--- src/logic/mips_isa_pkg.sv ---
package mips_isa_pkg;

    // primary opcode field, bits 31:26 of the instruction.
    typedef enum logic [5:0] {
        OP_LB = 6'b100000,
        OP_LW = 6'b100011,
        OP_SB = 6'b101000,
        OP_SW = 6'b101011
    } opcode_t;

    // one data word, seen whole or as four byte lanes.
    // lane n holds address offset n (little-endian lanes).
    typedef union packed {
        logic [31:0]     word;
        logic [3:0][7:0] bytes;
    } data_word_u;

    // processor side request, held steady while stalled.
    typedef struct packed {
        opcode_t    opcode; // 6 bits.
        logic [31:0] addr;  // byte address.
        data_word_u wdata;  // store data, low byte used by sb.
    } mem_req_t;

endpackage

--- src/logic/cache_pkg.sv ---
package cache_pkg;

    localparam int DEFAULT_INDEX_BITS  = 4; // 16 lines.
    localparam int DEFAULT_MEM_LATENCY = 4; // cycles to read data.

    // 32 address bits less byte offset and index.
    localparam int TAG_BITS = 32 - 2 - DEFAULT_INDEX_BITS;

    // cache control states.
    typedef enum logic [1:0] {
        CU_IDLE       = 2'b00,
        CU_WRITE_BACK = 2'b01,
        CU_REFILL     = 2'b10
    } cu_state_t;

    // one cache line, one word wide.
    typedef struct packed {
        logic                       valid;
        logic                       dirty;
        logic [TAG_BITS-1:0]        tag;
        mips_isa_pkg::data_word_u   data;
    } line_entry_t;

endpackage

--- src/logic/cache_cu.sv ---
module cache_cu #(
    parameter int MEM_LATENCY = cache_pkg::DEFAULT_MEM_LATENCY
) (
    input  logic                  clk,
    input  logic                  rst_b,
    input  mips_isa_pkg::opcode_t opcode,
    input  logic                  hit,
    input  logic                  dirty,
    output logic                  cache_we,
    output logic                  cache_in_select,
    output logic                  mem_we,
    output logic                  mem_in_select,
    output logic                  reg_write_enable,
    output logic                  busy
);

    localparam int CNT_W = $clog2(MEM_LATENCY + 1);
    localparam logic [CNT_W-1:0] LAST_COUNT = CNT_W'(MEM_LATENCY);

    cache_pkg::cu_state_t state;
    cache_pkg::cu_state_t next_state;
    logic [CNT_W-1:0]     counter;
    logic                 is_mem_op;
    logic                 is_load;
    logic                 last_count;

    assign is_mem_op = (opcode == mips_isa_pkg::OP_LW) ||
                       (opcode == mips_isa_pkg::OP_LB) ||
                       (opcode == mips_isa_pkg::OP_SW) ||
                       (opcode == mips_isa_pkg::OP_SB);

    assign is_load = (opcode == mips_isa_pkg::OP_LW) ||
                     (opcode == mips_isa_pkg::OP_LB);

    assign last_count = (counter == LAST_COUNT);
    assign busy       = (state != cache_pkg::CU_IDLE);

    always_comb begin
        next_state       = state;
        cache_we         = 1'b0;
        cache_in_select  = 1'b0;
        mem_we           = 1'b0;
        mem_in_select    = 1'b0;
        reg_write_enable = 1'b0;

        case (state)
            cache_pkg::CU_IDLE: begin
                if (is_mem_op) begin
                    if (hit) begin
                        if (is_load) begin
                            reg_write_enable = 1'b1; // rdata is valid now.
                        end else begin
                            cache_we        = 1'b1; // lands on the next edge.
                            cache_in_select = 1'b1;
                        end
                    end else if (dirty) begin
                        next_state = cache_pkg::CU_WRITE_BACK;
                    end else begin
                        next_state = cache_pkg::CU_REFILL;
                    end
                end
            end

            cache_pkg::CU_WRITE_BACK: begin
                // victim goes out on the first cycle only.
                if (counter == '0) begin
                    mem_we        = 1'b1;
                    mem_in_select = 1'b1;
                end
                if (last_count) begin
                    next_state = cache_pkg::CU_REFILL;
                end
            end

            cache_pkg::CU_REFILL: begin
                if (last_count) begin
                    cache_we   = 1'b1; // memory word, dirty cleared.
                    next_state = cache_pkg::CU_IDLE;
                end
            end

            default: begin
                next_state = cache_pkg::CU_IDLE;
            end
        endcase
    end

    always_ff @(posedge clk or negedge rst_b) begin
        if (!rst_b) begin
            state   <= cache_pkg::CU_IDLE;
            counter <= '0;
        end else begin
            state <= next_state;
            if ((next_state != state) || (state == cache_pkg::CU_IDLE)) begin
                counter <= '0; // restart on every state change.
            end else begin
                counter <= counter + 1'b1;
            end
        end
    end

endmodule

--- config.mk ---
export PLATFORM = sky130hd
export DESIGN_NAME = cache_cu
export DESIGN_NICKNAME = d
export VERILOG_FILES = /design/src/logic/mips_isa_pkg.sv /design/src/logic/cache_pkg.sv /design/src/logic/cache_cu.sv
export SDC_FILE = /design/constraint.sdc
export NUM_CORES = 1
export LEC_CHECK = 0
export BUFFER_PORTS_ARGS = -buffer_cell sky130_fd_sc_hd__buf_2
export CAP_MARGIN = 20
export CORE_AREA = 2 2 39 41
export DETAILED_ROUTE_END_ITERATION = 6
export DIE_AREA = 0 0 41 43
export GPL_TIMING_DRIVEN = 0
export PLACE_DENSITY = 0.53
export SETUP_SLACK_MARGIN = 0.15
export SLEW_MARGIN = 10
export SYNTH_ARGS = -nofsm -noshare
export SYNTH_HDL_FRONTEND = slang
export SYNTH_SLANG_ARGS = --single-unit
export TNS_END_PERCENT = 10
--- constraint.sdc ---
create_clock -name clk -period 1.9 [get_ports clk]
set_input_delay 0.095 -clock clk [delete_from_list [all_inputs] [get_ports clk]]
set_output_delay 0.095 -clock clk [all_outputs]
set_load 0.02 [all_outputs]
# ---- Yosys cells after proc, flatten, opt, wreduce, memory -nomap -nowiden
# Index checks and enable logic that the tools add are counted.
dict set report totals {
  in_bits 10
  wordCells 37
  out_inout_bits 6
  regBits 5
}
dict set report classes {
  addsub 1
  reduce_logical 7
  muxes 19
  eq_ne 8
}
# cell count
set ops {}
lappend ops {{== test 6 bit, second input constant} 4}
lappend ops {{two-way mux 1 bit} 11}
lappend ops {{two-way mux 2 bit} 5}
lappend ops {{one-hot mux 2 bit (3 select lines)} 1}
lappend ops {{logical OR 1 bit} 4}
lappend ops {{adder 3 x 1 -> 3 bit, second input constant} 1}
lappend ops {{== test 3 bit, second input constant} 1}
lappend ops {{zero test 3 bit} 1}
lappend ops {{two-way mux 3 bit} 1}
lappend ops {{== test 2 x 1 -> 1 bit, second input constant} 1}
lappend ops {{== test 2 bit, second input constant} 1}
lappend ops {{zero test 2 bit} 1}
lappend ops {{inequality test 2 bit} 1}
lappend ops {{one-hot mux 1 bit (2 select lines)} 1}
lappend ops {{nonzero test 2 bit} 1}

# ---- Longest topological paths before layout
# Gate-level depths: netlist of the first run.
dict set report logic_depth {
  word_depth 9
  mapped_depth 5
}

# ---- Worst setup path after synthesis of the first run
# No wires, ideal clock.
dict set report synth_path {
  path_kind {reg2out}
  start {register state[1]}
  end {output port reg_write_enable}
  slack_ns 0.555
  arrival_ns 1.250
  stages_incl_launch_ff 4
  path_buffers 0
  path_cell_list {dfrtp_1 > nor2_2 > inv_1 > nor3_1}
}
dict set report synth_between {
  elab_chain_cells 2
}
# item line_no
set synth_lines {}
lappend synth_lines {{start: declaration} cache_cu.sv:20} ;# cache_pkg::cu_state_t state;
lappend synth_lines {{start signal: assignment} cache_cu.sv:90} ;# state <= cache_pkg::CU_IDLE;
lappend synth_lines {{start signal: assignment} cache_cu.sv:93} ;# state <= next_state;
lappend synth_lines {{zero test 2 bit} cache_cu.sv:46} ;# case (state)
lappend synth_lines {{two-way mux 1 bit} cache_cu.sv:46}
lappend synth_lines {{end: declaration} cache_cu.sv:13} ;# output logic reg_write_enable,
# Every way passes these cells.

# ---- Worst setup path after layout of the first run
dict set report layout_path {
  start {register counter[0]}
  end {output port mem_we}
}
dict set report layout_between {
  elab_chain_cells 3
}
# item line_no
set layout_lines {}
lappend layout_lines {{start: declaration} cache_cu.sv:22} ;# logic [CNT_W-1:0] counter;
lappend layout_lines {{start signal: assignment} cache_cu.sv:97} ;# counter <= counter + 1'b1;
lappend layout_lines {{zero test 3 bit} cache_cu.sv:66} ;# if (counter == '0) begin
lappend layout_lines {{two-way mux 1 bit} cache_cu.sv:66}
lappend layout_lines {{two-way mux 1 bit} cache_cu.sv:46}
lappend layout_lines {{end: declaration} cache_cu.sv:11} ;# output logic mem_we,
# Every way passes these cells.

==> results.cfg, run 1 <==
[outcome]
status = finished, final reports clean

[layout]
area_growth_syn_to_layout_pct = 40.38
postLayoutCoreUtil_pct = 33.00
nNetsFinal = 68
drive_above_1_share_pct = 40.00
num_antenna_cells = 0

[yosys]
postSynthAreaPerCell_um2 = 9.295
synth.cell_area_um2 = 325.3
synth-simple-area-share_pct = 29.23
ys_ff_latch = 5
muxShareOfSynthArea_pct = 3.077
synth_adder_area_share_pct = 7.692
synth.area.top_cells = dfrtp_1, ha_1, xnor2_1
synth_top_family_by_area = simple AND/OR/NAND/NOR gates
synth-main-ff-cell = dfrtp_1
syn-num-nets = 47
synth_xor_area_share_pct = 5.385
ys_seq_area_share_pct = 38.46
syn_inst = 35
synth_edf_count = 0
synthArstFlopShare_pct = 100.0
synth-compound-area-share_pct = 10.38
synth_top_area_share_pct = 38.46
yosysMostFrequentCell = dfrtp_1
ys_warn_count = 0
ys_types = 21
synth_common_cells = dfrtp_1, inv_1, nand2_1, nor2_1
post-synth-top-area-cell = dfrtp_1

[place]
port_buffers = 15
pre_cts_slack_ps = 561.8
dp_hpwl_um = 556.2
gp_congestion = 0.6539

[sta]
fmax_mhz = 656.1
fin_crit_sh_pct = 80.22
hold_violations = 0
clock-skew-final_ps = 3.957
worst_pin_slew_ps = 264.9
setup_slack_ps = 375.9
hold_slack_ps = 108.9
finalSetupTns_ps = 0
fin_crit_ps = 1524
drv_slew = 0
relSlewSlack_pct = 82.30
setup_viol_count_final = 0
rsz0062_at_grt = false

[detailed_routing]
postRouteAntennaNets = 0
viasPerCell = 4.479
drt-pass1-iter-count = 2
dr.first_iter.drc_count = 5
drt-total-wl_um = 678
vias = 318
wl_per_cell_um = 9.549
remaining_drc_errors = 0

[min_path]
min_from = dirty
min_path_cells = 3
hold_path_class = in -> reg
min_to = state[0]

[critical_path]
critPathLaunchType = flop
critical_path.max_fanout = 6
cp_slowest_stage_delay_ps = 380
crit_family = flip-flops
worst-path-buf-inv = 3
r2r_slack_ps = 550
crit_required_ps = 1800
r2r-start = counter[0]
crit_type = reg -> out
r2r_cells = 5
end_kind = output pin
critical_path_arrival_ps = 1430
reg2reg_to = state[1]
critPathSlowestCell = dfrtp_1
path_cells = inv_1, ha_1, and4bb_2, buf_4, buf_2

[floorplan]
fp.dieW_um = 41
fp.dieH_um = 43
io_pins = 16
start_util_pct = 23.51
die-area_um2 = 1763
rows = 14
core_um2 = 1384

[global_route]
grt_antenna_before_repair = 0
grt_pass1_wl_um = 1248
grt_pass1_vias = 311
grt.total_usage_pct = 10.88
grt_start_max_net_pins = 7
overflow = 0

[clocking]
tritoncts = built
clk_root_buffer_cell = clkbuf_4
path_clk_slew_ps = 40
postCtsHoldBufs = 1
clk_path_buf_depth = 2
cts_sinks = 5
numCtsBuffers = 3
htreeDepth = 1
postCtsSetupRepairBufs = 0
insertion_delay_ps = 240
ctsResizeCount = 0

[power]
power_density_nw_per_um2 = 1111
leakage_nw = 0.2379
peakVddDrop_v = 0.0003319

[job]
cap_violations = 0
power breakdown:
part           internal, mW  switching (mW)
clock                0.0792          0.0412
combinational         0.100           0.123
sequential            0.133          0.0315
total                 0.312           0.195
layout by cell type (no fill, tap or decap):
| cell type | n |
|---|---|
| a211oi_1 | 1 |
| a21oi_1 | 1 |
| a221o_1 | 1 |
| and3_2 | 1 |
| and3b_1 | 1 |
| and4bb_2 | 1 |
| buf_2 | 15 |
| buf_4 | 1 |
| clkbuf_1 | 1 |
| clkbuf_4 | 3 |
| dfrtp_1 | 5 |
| dlygate4sd3_1 | 1 |
| ha_1 | 2 |
| inv_1 | 3 |
| mux2i_1 | 1 |
| nand2_1 | 3 |
| nand3_1 | 2 |
| nand3b_1 | 2 |
| nor2_1 | 3 |
| nor2_2 | 1 |
| nor3_1 | 1 |
| nor3b_1 | 1 |
| o21ai_0 | 1 |
| o22ai_1 | 1 |
| xnor2_1 | 2 |
tightest hold or removal path, cell delays in order:
cell and delay (ps):
buf_2 100, nand2_1 40, o21ai_0 60
routing by layer:
layer  track usage [%]  part of all wire (%)  vias up
met2             15.63                    52       10
li1                  -                     -      163
met3             4.712                   4.9        2
met5                 0                     0        -
met1             12.01                    41      143
met4             8.000                   2.1        0
kinds of logic (layout without fill, tap and decap cells):
kind of cell               Yosys count  count (layout)
adders and majority gates            2               2
AOI/OAI and AO/OA                    5               5
muxes                                1               1
and+or+nand+nor                     16              16
xor gates and xnor gates             2               2
DFF                                  5               5
buffers and inverters                4              24
cell type report:
cell class | count | area [um2]
fill | 153 | 927.1
sequential | 5 | 125.1
buffer | 1 | 7.507
inverter | 3 | 11.26
tap | 16 | 20.02
clock buffer | 4 | 26.28
multi-input combinational | 26 | 181.4
timing repair buffer | 16 | 85.08
metrics by stage:
stage / cell area, um2 / cells / power, mW
global placement: 420.4 / 66 / 0.3865
finish: 456.7 / 71 / 0.5076
floorplan: 325.3 / 35 / 0.3259
global route: 456.7 / 71 / 0.5610
CTS: 456.7 / 71 / 0.5179
detailed placement: 420.4 / 66 / 0.3899
registers in the layout, summed over array words and instances (netlist names):
register	cells
state	2
counter	3
worst max path at each step:
stage               start                to  slack [ps]  depth (start not counted)
2_1_floorplan    state[1]  reg_write_enable         550                          3
3_3_place_gp   counter[0]          state[1]         560                          5
3_5_place_dp   counter[0]          state[1]         560                          5
4_1_cts        counter[0]            mem_we         350                          5
5_1_grt        counter[0]            mem_we         280                          5
6_report       counter[0]            mem_we         380                          5
Note: power is estimated with default switching activity, not from simulation.
==> inputs of run 2 (changes only) <==
ABC_AREA = 1   (was not set)
PLACE_DENSITY = 0.6   (was 0.53)
clock period = 1.55 ns   (was 1.9 ns; I/O delays follow)
==> run 2 against run 1 <==
  * Sequential power grew 24%
  * Combinational power grew to 2.6 times the previous value
  * Global-route usage is 0.079 points lower
  * Non-clock buffer count increased by 7
  * Cell count increased by 48%
  * Register-to-register slack worse by 70 ps
  * Cell area increased by 39%
  * Critical endpoint is now cache_we
  * Largest power group unchanged
  * Clock power is 26% higher
  * Largest cell class unchanged
==> results.cfg, run 2 <==
[layout]
largest_register_ff_count = 3
nNetsFinal = 102
reg_top3 = counter (3), state (2)
finalInstanceArea_um2 = 636.9
mostFrequentLayoutCells = nand2_1, buf_2, buf_4
num_antenna_cells = 0
layout_commonest_cell = nand2_1
largest_register = counter
area_growth_syn_to_layout_pct = 53.31
drive_above_1_share_pct = 51.69

[detailed_routing]
drt-total-wl_um = 840
viasPerCell = 4.181
remaining_drc_errors = 0
wl_per_cell_um = 8.000
vias = 439
dr.first_iter.drc_count = 3
postRouteAntennaNets = 0
drt-pass1-iter-count = 3

[critical_path]
critical_path_arrival_ps = 1250
crit_required_ps = 1470
end_kind = output pin
critical_path.max_fanout = 4
r2r_slack_ps = 480
critPathLaunchType = flop
crit_type = reg -> out

[sta]
hold_violations = 0
finalSetupTns_ps = 0
drv_slew = 0
fin_crit_sh_pct = 85.92
fmax_mhz = 750.8
rsz0062_at_grt = true
fin_crit_ps = 1332
clock-skew-final_ps = 5.928
setup_viol_count_final = 0
relSlewSlack_pct = 87.67
worst_pin_slew_ps = 184.9

[place]
gp_congestion = 0.6597
dp_hpwl_um = 644.1
post_dp_cell_area_um2 = 510.5
port_buffers = 15

[yosys]
synthArstFlopShare_pct = 100.0
synth_edf_count = 0
yosysMostFrequentCell = nand2_1
ys_types = 16
syn-num-nets = 74
synth-main-ff-cell = dfrtp_1
syn_inst = 62
ys_warn_count = 0
synth.cell_area_um2 = 415.4
synth.area.top_cells = dfrtp_1, nand2_1, inv_1
ys_seq_area_share_pct = 30.12
post-synth-top-area-cell = dfrtp_1
ys_ff_latch = 5
postSynthAreaPerCell_um2 = 6.700
synth_top_area_share_pct = 30.12
synth_common_cells = nand2_1, inv_1, nor2_1

[clocking]
numCtsBuffers = 3
htreeDepth = 1
path_clk_slew_ps = 50
insertion_delay_ps = 240
clk_path_buf_depth = 2
tritoncts = built
clk_root_buffer_cell = clkbuf_4
cts_sinks = 5

[floorplan]
io_pins = 16
die-area_um2 = 1763
fp.dieW_um = 41
rows = 14
start_util_pct = 30.02
fp.dieH_um = 43
core_um2 = 1384

[global_route]
grt.total_usage_pct = 10.80
grt_start_max_net_pins = 6
grt_pass1_vias = 360
grt_antenna_before_repair = 0
overflow = 0
grt_pass1_wl_um = 1290

[power]
peakVddDrop_v = 0.0009956
power_uw = 925.8
leakage_nw = 0.3627
power_density_nw_per_um2 = 1454

[outcome]
status = finished, final reports clean

[job]
cap_violations = 0

[min_path]
hold_path_class = in -> reg
run 2: power by group:
part           switching, mW  internal (mW)
logic                  0.305          0.266
registers             0.0334          0.170
clock network         0.0536         0.0973
run 2: cells by family (layout without fill, tap and decap cells):
kind of cell / count (synthesis) / after routing / share of synthesized area (%)
adders and majority gates: 2 / 2 / 6.023
AOI/OAI and AO/OA: 3 / 3 / 5.421
xor gates and xnor gates: 1 / 1 / 2.109
buffers and inverters: 15 / 42 / 14.46
DFF: 5 / 5 / 30.12
and+or+nand+nor: 36 / 36 / 41.87
run 2: layout make-up:
cell class                      instances  area (um2)
Multi-Input combinational cell         42       252.7
Inverter                               14       52.55
Tap cell                               16       20.02
Buffer                                  1       7.507
Sequential cell                         5       125.1
Clock buffer                            4       26.28
Timing Repair Buffer                   23       152.6
Fill cell                             149       747.0
run 2: through the flow:
stage	hold slack [ps]	utilization, %	instances	setup WS [ps]
global route	127.0	46.02	105	139.9
detailed placement	-103.9	36.89	93	386.2
global placement	-106.9	36.89	93	405.1
floorplan	-218.1	-	62	296.4
CTS	117.6	40.14	98	156.4
finish	122.1	46.02	105	218.2
run 2: what timing repair did:
item / in CTS / in global routing
resized for setup: 3 / 10
setup endpoints to repair: 1 / 4
pin swaps: 0 / 3
setup buffers: 0 / 7
endpoints found under the hold margin: 5 / 0
hold buffers: 1 / 0
run 2: critical path, stage by stage, from the launching register on:
cell and delay, ps:
dfrtp_1 380, inv_2 80, ha_4 140, nand2_4 50, inv_2 60, nand3_1 80
o21ai_2 70, buf_6 130
run 2: per-layer routing:
layer,routed length [um],vias to the layer above,global-route usage [%]
li1,-,235,-
met1,395,198,13.73
met2,418,6,15.63
met3,25,0,4.712
met4,0,0,4.000
met5,0,-,0
run 2: worst paths after layout:
check / from / endpoint / cells past startpoint
setup / recovery: counter[1] / cache_we / 7
hold / removal: dirty / state[1] / 4
setup reg to reg: counter[0] / counter[2] / 4
hold reg to reg: counter[0] / counter[0] / 1
max in group asynchronous: rst_b / state[0] / 2
min in group asynchronous: rst_b / counter[1] / 2
